**src/common/ldpc_alu_pkg.sv**
```systemverilog
// LDPC ALU shared definitions: widths, register map, opcodes and pipeline structs
package ldpc_alu_pkg;

    // ------------------------------
    // Widths
    // ------------------------------
    localparam int XLEN    = 64;
    localparam int LANE_W  = 8;
    localparam int LANES   = XLEN / LANE_W;
    // Saturation is symmetric, -128 never produced
    localparam int SAT_MAX = 127;
    localparam int ADDR_W  = 2;

    // Word addresses of the register map
    localparam logic [ADDR_W-1:0] ADDR_OPA    = 2'd0;
    localparam logic [ADDR_W-1:0] ADDR_OPB    = 2'd1;
    localparam logic [ADDR_W-1:0] ADDR_CMD    = 2'd2;
    localparam logic [ADDR_W-1:0] ADDR_RESULT = 2'd3;

    // ------------------------------
    // Opcodes
    // ------------------------------
    typedef enum logic [3:0] {
        OP_ADD, OP_SUB, OP_AND, OP_OR, OP_XOR, OP_SLTS, OP_SLTU,
        LDPC_SUBSAT, LDPC_ADDSAT, LDPC_SIGN, LDPC_ABS,
        LDPC_MAX, LDPC_MIN, LDPC_EVAL, LDPC_RSIGN, LDPC_NMESS
    } alu_op_e;

    // ------------------------------
    // Bus and pipeline payloads
    // ------------------------------
    typedef struct packed {
        logic              cyc;
        logic              stb;
        logic              we;
        logic [ADDR_W-1:0] adr;
        logic [XLEN-1:0]   dat;
    } wb_req_t;

    typedef struct packed {
        logic            ack;
        logic [XLEN-1:0] dat;
    } wb_rsp_t;

    typedef struct packed {
        logic            valid;
        alu_op_e         op;
        logic [XLEN-1:0] operand_a;
        logic [XLEN-1:0] operand_b;
    } issue_t;

    typedef struct packed {
        logic            valid;
        logic            ldpc_sel;
        logic [XLEN-1:0] int_result;
    } exec_t;

endpackage
```
**src/verilog/ldpc_alu_top.sv**
```systemverilog
// LDPC ALU top level, Wishbone slave in front of a three-stage pipeline
`timescale 1ns/100ps

module ldpc_alu_top import ldpc_alu_pkg::*; (
    input  logic    clk_i,
    input  logic    rst_n_i,
    input  wb_req_t wb_req_i,
    output wb_rsp_t wb_rsp_o
);

    issue_t          issue;
    exec_t           exec;
    logic [XLEN-1:0] lanes;
    logic            result_valid;
    logic [XLEN-1:0] result_data;
    logic            result_clear;

    wb_issue_stage u_issue (
        .clk_i          (clk_i),
        .rst_n_i        (rst_n_i),
        .wb_req_i       (wb_req_i),
        .wb_rsp_o       (wb_rsp_o),
        .result_valid_i (result_valid),
        .result_data_i  (result_data),
        .result_clear_o (result_clear),
        .issue_o        (issue)
    );

    int_exec_stage u_int_exec (
        .clk_i   (clk_i),
        .rst_n_i (rst_n_i),
        .issue_i (issue),
        .exec_o  (exec)
    );

    ldpc_simd_exec u_ldpc_exec (
        .clk_i   (clk_i),
        .rst_n_i (rst_n_i),
        .issue_i (issue),
        .lanes_o (lanes)
    );

    result_stage u_result (
        .clk_i          (clk_i),
        .rst_n_i        (rst_n_i),
        .exec_i         (exec),
        .lanes_i        (lanes),
        .result_clear_i (result_clear),
        .result_valid_o (result_valid),
        .result_data_o  (result_data)
    );

endmodule

```
**src/verilog/result_stage.sv**
```systemverilog
// Result stage, selects scalar or lane result and holds it until read
`timescale 1ns/100ps

module result_stage import ldpc_alu_pkg::*; (
    input  logic            clk_i,
    input  logic            rst_n_i,
    input  exec_t           exec_i,
    input  logic [XLEN-1:0] lanes_i,
    input  logic            result_clear_i,
    output logic            result_valid_o,
    output logic [XLEN-1:0] result_data_o
);

    logic            valid_q;
    logic [XLEN-1:0] data_q;

    // ------------------------------
    // Completion tracking
    // ------------------------------
    always_ff @(posedge clk_i or negedge rst_n_i) begin
        if (!rst_n_i) begin
            valid_q <= 1'b0;
        end else if (exec_i.valid) begin
            valid_q <= 1'b1;
        end else if (result_clear_i) begin
            valid_q <= 1'b0;
        end
    end

    // Both execute units register on the same edge
    always_ff @(posedge clk_i) begin
        if (exec_i.valid) begin
            data_q <= exec_i.ldpc_sel ? lanes_i : exec_i.int_result;
        end
    end

    assign result_valid_o = valid_q;
    assign result_data_o  = data_q;

    // Issue must have retired the previous result first
    no_overwrite: assert property (@(posedge clk_i) disable iff (!rst_n_i)
        exec_i.valid |-> !valid_q);

endmodule

```
**src/verilog/int_exec_stage.sv**
```systemverilog
// Scalar execute stage: add, sub, bitwise logic and set-less-than
`timescale 1ns/100ps

module int_exec_stage import ldpc_alu_pkg::*; (
    input  logic   clk_i,
    input  logic   rst_n_i,
    input  issue_t issue_i,
    output exec_t  exec_o
);

    logic            sub_op;
    logic            sgn;
    logic            less;
    logic [XLEN-1:0] b_neg;
    logic [XLEN-1:0] sum;
    logic [XLEN-1:0] int_res;
    logic            valid_q;
    logic            sel_q;
    logic [XLEN-1:0] result_q;

    // Subtract as a + ~b + 1
    assign sub_op = (issue_i.op == OP_SUB);
    assign b_neg  = issue_i.operand_b ^ {XLEN{sub_op}};
    assign sum    = issue_i.operand_a + b_neg + {{XLEN-1{1'b0}}, sub_op};

    // One comparator, extra top bit picks signed or unsigned
    assign sgn  = (issue_i.op == OP_SLTS);
    assign less = $signed({sgn & issue_i.operand_a[XLEN-1], issue_i.operand_a}) <
                  $signed({sgn & issue_i.operand_b[XLEN-1], issue_i.operand_b});

    always_comb begin
        case (issue_i.op)
            OP_ADD, OP_SUB:   int_res = sum;
            OP_AND:           int_res = issue_i.operand_a & issue_i.operand_b;
            OP_OR:            int_res = issue_i.operand_a | issue_i.operand_b;
            OP_XOR:           int_res = issue_i.operand_a ^ issue_i.operand_b;
            OP_SLTS, OP_SLTU: int_res = {{XLEN-1{1'b0}}, less};
            default:          int_res = '0;
        endcase
    end

    always_ff @(posedge clk_i or negedge rst_n_i) begin
        if (!rst_n_i) begin
            valid_q <= 1'b0;
        end else begin
            valid_q <= issue_i.valid;
        end
    end

    always_ff @(posedge clk_i) begin
        if (issue_i.valid) begin
            sel_q    <= (issue_i.op >= LDPC_SUBSAT);
            result_q <= int_res;
        end
    end

    assign exec_o = '{valid: valid_q, ldpc_sel: sel_q, int_result: result_q};

endmodule

```
**src/verilog/wb_issue_stage.sv**
```systemverilog
// Wishbone classic slave holding the operands and issuing commands to the pipeline
`timescale 1ns/100ps

module wb_issue_stage import ldpc_alu_pkg::*; (
    input  logic            clk_i,
    input  logic            rst_n_i,
    input  wb_req_t         wb_req_i,
    output wb_rsp_t         wb_rsp_o,
    input  logic            result_valid_i,
    input  logic [XLEN-1:0] result_data_i,
    output logic            result_clear_o,
    output issue_t          issue_o
);

    logic            req;
    logic            ready;
    logic            ack_d;
    logic            ack_q;
    logic            busy_q;
    logic            cmd_accept;
    logic [XLEN-1:0] rdata;
    logic [XLEN-1:0] rdata_q;
    logic [XLEN-1:0] opa_q;
    logic [XLEN-1:0] opb_q;
    logic            issue_valid_q;
    alu_op_e         issue_op_q;
    logic [XLEN-1:0] issue_a_q;
    logic [XLEN-1:0] issue_b_q;

    assign req = wb_req_i.cyc && wb_req_i.stb;

    // ------------------------------
    // Address decode and stall
    // ------------------------------
    always_comb begin
        ready = 1'b1;
        rdata = '0;
        case (wb_req_i.adr)
            ADDR_OPA: rdata = opa_q;
            ADDR_OPB: rdata = opb_q;
            ADDR_CMD: begin
                // Hold off a new command until the current one has a result
                if (wb_req_i.we) begin
                    ready = !busy_q || result_valid_i;
                end
            end
            ADDR_RESULT: begin
                rdata = result_data_i;
                if (!wb_req_i.we) begin
                    ready = result_valid_i;
                end
            end
            default: ;
        endcase
    end

    // Second cycle of an acked request is the master's turnaround
    assign ack_d      = req && !ack_q && ready;
    assign cmd_accept = ack_d && wb_req_i.we && (wb_req_i.adr == ADDR_CMD);

    // A new command also retires any unread result
    assign result_clear_o = cmd_accept ||
                            (ack_d && !wb_req_i.we && (wb_req_i.adr == ADDR_RESULT));

    always_ff @(posedge clk_i or negedge rst_n_i) begin
        if (!rst_n_i) begin
            ack_q         <= 1'b0;
            busy_q        <= 1'b0;
            issue_valid_q <= 1'b0;
            opa_q         <= '0;
            opb_q         <= '0;
        end else begin
            ack_q         <= ack_d;
            issue_valid_q <= cmd_accept;
            if (cmd_accept) begin
                busy_q <= 1'b1;
            end else if (result_valid_i) begin
                busy_q <= 1'b0;
            end
            if (ack_d && wb_req_i.we && (wb_req_i.adr == ADDR_OPA)) begin
                opa_q <= wb_req_i.dat;
            end
            if (ack_d && wb_req_i.we && (wb_req_i.adr == ADDR_OPB)) begin
                opb_q <= wb_req_i.dat;
            end
        end
    end

    // Read data and issued command
    always_ff @(posedge clk_i) begin
        if (ack_d) begin
            rdata_q <= rdata;
        end
        if (cmd_accept) begin
            issue_op_q <= alu_op_e'(wb_req_i.dat[3:0]);
            issue_a_q  <= opa_q;
            issue_b_q  <= opb_q;
        end
    end

    assign wb_rsp_o = '{ack: ack_q, dat: rdata_q};
    assign issue_o  = '{valid: issue_valid_q, op: issue_op_q,
                        operand_a: issue_a_q, operand_b: issue_b_q};

    // ------------------------------
    // Bus protocol checks
    // ------------------------------
    ack_needs_req: assert property (@(posedge clk_i) disable iff (!rst_n_i)
        ack_q |-> req);

    ack_one_cycle: assert property (@(posedge clk_i) disable iff (!rst_n_i)
        ack_q |=> !ack_q);

endmodule

```
**src/ldpc/ldpc_simd_exec.sv**
```systemverilog
// LDPC SIMD execute stage, eight lanes over the 64-bit operands
`timescale 1ns/100ps

module ldpc_simd_exec import ldpc_alu_pkg::*; (
    input  logic            clk_i,
    input  logic            rst_n_i,
    input  issue_t          issue_i,
    output logic [XLEN-1:0] lanes_o
);

    logic [XLEN-1:0] lanes_d;
    logic [XLEN-1:0] lanes_q;

    // Lane i covers bits i*8 +: 8 of both operands
    for (genvar i = 0; i < LANES; i++) begin : gen_lane
        ldpc_lane u_lane (
            .op_i  (issue_i.op),
            .a_i   (issue_i.operand_a[i*LANE_W +: LANE_W]),
            .b_i   (issue_i.operand_b[i*LANE_W +: LANE_W]),
            .res_o (lanes_d[i*LANE_W +: LANE_W])
        );
    end

    always_ff @(posedge clk_i or negedge rst_n_i) begin
        if (!rst_n_i) begin
            lanes_q <= '0;
        end else if (issue_i.valid) begin
            lanes_q <= lanes_d;
        end
    end

    assign lanes_o = lanes_q;

endmodule

```
**src/ldpc/ldpc_lane.sv**
```systemverilog
// One signed 8-bit LDPC lane computing the selected check-node operation
`timescale 1ns/100ps

module ldpc_lane import ldpc_alu_pkg::*; (
    input  alu_op_e           op_i,
    input  logic [LANE_W-1:0] a_i,
    input  logic [LANE_W-1:0] b_i,
    output logic [LANE_W-1:0] res_o
);

    logic signed [LANE_W-1:0] a_s;
    logic signed [LANE_W-1:0] b_s;
    logic signed [LANE_W:0]   sum_w;
    logic signed [LANE_W:0]   diff_w;
    logic                     a_ge_b;

    // Clamp a 9-bit result to +/-SAT_MAX
    function automatic logic [LANE_W-1:0] clamp(input logic signed [LANE_W:0] v);
        logic signed [LANE_W:0] hi;
        logic [LANE_W-1:0]      r;
        hi = (LANE_W+1)'(SAT_MAX);
        if (v > hi) begin
            r = hi[LANE_W-1:0];
        end else if (v < -hi) begin
            r = LANE_W'(-hi);
        end else begin
            r = v[LANE_W-1:0];
        end
        return r;
    endfunction

    assign a_s    = a_i;
    assign b_s    = b_i;
    // One extra bit so overflow is visible before clamping
    assign sum_w  = a_s + b_s;
    assign diff_w = a_s - b_s;
    assign a_ge_b = (a_s >= b_s);

    always_comb begin
        case (op_i)
            LDPC_SUBSAT: res_o = clamp(diff_w);
            LDPC_ADDSAT: res_o = clamp(sum_w);
            LDPC_SIGN:   res_o = {{LANE_W-1{1'b0}}, a_i[LANE_W-1]};
            // 0x80 wraps back onto itself
            LDPC_ABS:    res_o = a_i[LANE_W-1] ? -a_i : a_i;
            // Ties go to a for max, b for min
            LDPC_MAX:    res_o = a_ge_b ? a_i : b_i;
            LDPC_MIN:    res_o = a_ge_b ? b_i : a_i;
            LDPC_EVAL:   res_o = (a_i == b_i) ? {LANE_W{1'b1}} : {LANE_W{1'b0}};
            LDPC_RSIGN:  res_o = a_i ^ {{LANE_W-1{1'b0}}, ~b_i[LANE_W-1]};
            LDPC_NMESS:  res_o = (a_i != '0) ? b_i : -b_i;
            default:     res_o = '0;
        endcase
    end

endmodule

```
**config.mk**
```make
export PLATFORM = sky130hd
export DESIGN_NAME = ldpc_alu_top
export DESIGN_NICKNAME = d
export VERILOG_FILES = /design/src/common/ldpc_alu_pkg.sv /design/src/verilog/ldpc_alu_top.sv /design/src/verilog/result_stage.sv /design/src/verilog/int_exec_stage.sv /design/src/verilog/wb_issue_stage.sv /design/src/ldpc/ldpc_simd_exec.sv /design/src/ldpc/ldpc_lane.sv
export SDC_FILE = /design/constraint.sdc
export NUM_CORES = 2
export LEC_CHECK = 0
export BUFFER_PORTS_ARGS = -buffer_cell sky130_fd_sc_hd__buf_2
export CAP_MARGIN = 20
export CORE_UTILIZATION = 63
export CTS_CLUSTER_DIAMETER = 60
export DETAILED_ROUTE_END_ITERATION = 6
export PLACE_DENSITY = 0.81
export SYNTH_ARGS = -nofsm -noshare
export SYNTH_HDL_FRONTEND = slang
export SYNTH_SLANG_ARGS = --single-unit
```
**constraint.sdc**
```tcl
create_clock -name clk_i -period 16.7 [get_ports clk_i]
set_input_delay 0.835 -clock clk_i [delete_from_list [all_inputs] [get_ports clk_i]]
set_output_delay 0.835 -clock clk_i [all_outputs]
set_load 0.02 [all_outputs]
```
==> impl_summary.log <==
[metrics] status: finished with violations
[metrics] violated checks: design-rule violations
[metrics] wire length of the first global-routing pass: 193600 um
[metrics] number of search-and-repair iterations in the first detailed-routing pass: 7
[metrics] placeable core area: 0.05913 mm2
[metrics] all-layer global routing usage: 41.85%
[metrics] number of enable-type register cells in the synthesized netlist: 325
[metrics] critical path start-end classification: reg2reg
[metrics] cell with the most instances after synthesis: o21ai_0
[metrics] slowest stage cell on the critical path: edfxtp_1
[metrics] type of the worst min-delay path: in2async
[metrics] number of clock buffers inserted by TritonCTS: 60
[metrics] TritonCTS clock tree: built
[metrics] vias in the first global route: 31923
[metrics] launch point of the worst reg-to-reg path: u_issue.issue_op_q[2]
[metrics] Max transition margin: 22.63%
[metrics] Post-Route WL: 129000 um
[metrics] overall power of the completed layout: roughly 3.4 mW
[metrics] total number of vias: 33573
[metrics] crit-path max FO: 25
[metrics] number of instances in the synthesized netlist: between 3000 and 4000
[metrics] area share of the largest cell type after synthesis: between 20% and 30%
[metrics] main flop type after synthesis: edfxtp_1
[metrics] Post-Syn Area: 0.03776 mm2
[metrics] net count after synthesis: 4324
[metrics] total of hold buffers inserted after clock tree synthesis: 0
[metrics] initial antenna violation count: 4
[metrics] Least-Margin Pin Slew: 1.161 ns
[metrics] highest attainable clock frequency: 0.1996 GHz
[metrics] Placer Congestion: 1.023
[metrics] synthesized area divided by synthesized cell count: 9.547 um2
[metrics] I/O Pins: 136
[metrics] share of flip-flops with an asynchronous set or reset: 37.74%
[metrics] PostCTS Resize Cnt: 0
[metrics] worst-case vdd ir drop: 0.1344 mV
[metrics] Reg clk slew, reported paths: 0.06 ns
[metrics] final hold vios: 0
[metrics] Avg WL per Cell: 26.77 um
[metrics] Worst Path Required: around 17 ns
[metrics] proportion of synthesized chip area in sequential cells: 38.90%
[metrics] clock root cell: clkbuf_16
[metrics] H-tree depth: 2
[metrics] Final HPWL DP: 91550 um
[metrics] largest net degree at the start of global routing: 76
[metrics] #FFs+latches synth: 522
[metrics] final routed DRC violation total: 47
[metrics] most common library cells after synthesis: o21ai_0 (354), edfxtp_1 (325), nor2_1 (314)
[metrics] Vert. Die Dim: 246.8 um
[metrics] initial cell density of the core: 63.86%
[metrics] signal arrival time at the worst endpoint: 5.35 ns
[metrics] layout cell share with drive strength beyond 1: 13.47%
[metrics] final critical-path required period: 5.010 ns
[metrics] kind of launch point of the worst setup path: register
[metrics] delay of the slowest cell on the worst path: 0.69 ns
[metrics] per-cell via count in the routed design: ~7.0
[metrics] launch point of the worst path: u_issue.issue_op_q[2]
[metrics] Top Family by Delay on Critical Path: compound AO/OA/AOI/OAI gates
[metrics] unrepaired setup endpoints after global routing: no
[metrics] number of nets with antenna violations after routing: 0
[metrics] critical path cell sequence: nor4b_4 -> buf_4 -> xnor2_1 -> fa_1 -> a21o_1 -> a221oi_1 -> o211ai_1 -> a311o_1 -> and4b_1 -> nor2_1 -> a21oi_1 -> a41oi_1 -> xor2_1 -> o21ai_0
[metrics] total power per unit cell area: 81.91 mW/mm2
[metrics] net count of the finished layout: between 4000 and 5000
[metrics] clock skew: 0.01903 ns
[metrics] Yosys top cell by area: edfxtp_1
[metrics] YS warnings: 0
[metrics] relative area change from synthesis to final layout: 9.026%
[metrics] top area cells in the synthesized netlist: edfxtp_1 (26%), dfrtp_1 (13%), ha_1 (9.3%)
[metrics] number of maximum-capacitance violations: 0
[metrics] setup tns final: 0 ns
[metrics] Setup Buffers After CTS: 0
[metrics] starting DRC count in detailed routing: approximately 5000
[metrics] die area: 0.06092 mm2
[metrics] reported leakage power: approximately 17 nW
[metrics] max-slew violation count: 0
[metrics] buffer and inverter count on the worst path: 1
[metrics] die boundary width: 246.8 um
[metrics] buffers from clock root to sink, at most: 3
[metrics] clock latency of the later-clocked register in the worst-skew pair: approximately 0.64 ns
[metrics] portion of the clock cycle consumed by the worst path in the final layout: about 30%
[metrics] element type at the critical path end: register
[metrics] GRT overflow: 0
[metrics] final setup violating endpoints: 0
[metrics] Sink Count: about 520
[metrics] # port buffers: 135
[metrics] total number of placement rows: 89
[metrics] number of library cell types mapped by synthesis: 97
[worst reg2reg max path, cell delays in order (launching register included)]
cell	delay, ns
edfxtp_1	0.69
nor4b_4	0.40
buf_4	0.42
xnor2_1	0.19
fa_1	0.46
a21o_1	0.23
a221oi_1	0.47
o211ai_1	0.30
a311o_1	0.43
and4b_1	0.20
nor2_1	0.23
a21oi_1	0.22
a41oi_1	0.26
xor2_1	0.16
o21ai_0	0.09
[power breakdown]
part	total, mW	internal [mW]	switching (mW)
logic	0.389	0.176	0.213
registers	1.62	1.53	0.0944
clock network	1.36	0.779	0.580
total	3.37	2.48	0.887
[per-stage QoR]
step	hold WS [ns]	instance area [um2]	setup slack [ns]	utilization, %	instances
floorplan	0.4404	37760	8.382	-	3955
global placement	0.4482	39080	11.94	66.09	4704
detailed placement	0.4529	39080	11.78	66.09	4704
CTS	0.2148	41150	11.74	69.58	4818
global route	0.2562	41170	11.46	69.62	4819
finish	0.2108	41170	11.69	69.62	4820
[routing by layer]
layer  share of wire [%]  up-vias  GRT usage (%)
li1                    -    14741              -
met1                  41    16242          59.12
met2                  43     2164          62.40
met3                  11      420          9.051
met4                 4.2        6          16.61
met5               0.029        -              0
[cell usage in the layout (no fill, tap or decap), drive strengths merged, types with 67 or more instances in the layout]
| cell type | instances |
|---|---|
| a21o | 67 |
| a21oi | 259 |
| a221oi | 79 |
| buf | 187 |
| clkbuf | 72 |
| dfrtp | 197 |
| edfxtp | 325 |
| ha | 281 |
| inv | 234 |
| mux2 | 197 |
| mux2i | 94 |
| nand2 | 257 |
| nand3 | 81 |
| nor2 | 314 |
| nor3 | 93 |
| o21ai | 368 |
| xnor2 | 194 |
[state kept, by name, indices dropped and copies added, names as in the netlist]
register,flops
u_int_exec.result_q,64
u_issue.issue_a_q,64
u_issue.issue_b_q,64
u_issue.opa_q,64
u_issue.opb_q,64
u_issue.rdata_q,64
u_ldpc_exec.lanes_o,64
u_result.result_data_o,64
u_issue.issue_op_q,4
u_int_exec.sel_q,1
u_int_exec.valid_q,1
u_issue.ack_q,1
u_issue.busy_q,1
u_issue.issue_valid_q,1
u_result.result_valid_o,1
[kinds of logic after synthesis]
logic type      share of synthesized area, %
compound gates                         20.38
simple gates                           12.15
flops                                  38.90
buf+inv                                4.430
fa+ha+maj                              10.37
mux                                    8.387
xor+xnor                               5.381
[path summary, 6_finish.rpt]
path                                      endpoint  slack (ns)  depth (start not counted)
setup / recovery           u_int_exec.result_q[60]       11.69                         14
hold / removal                    u_issue.opb_q[4]        0.21                          1
setup reg to reg           u_int_exec.result_q[60]       11.69                         14
hold reg to reg              u_issue.issue_a_q[52]        0.47                          0
max in group asynchronous        u_issue.opa_q[58]       15.06                          2
min in group clk_i               u_issue.opa_q[53]        0.44                          2
[area by class of cell]
class | count | area (um2)
Antenna cell | 1 | 2.502
Clock buffer | 72 | 1609
Clock inverter | 42 | 456.7
Fill cell | 4528 | 17960
Inverter | 227 | 852.1
Multi-Input combinational cell | 2996 | 21500
Sequential cell | 522 | 14690
Tap cell | 773 | 967.2
Timing Repair Buffer | 187 | 1091
No activity file was read; power rests on OpenSTA's default activity.
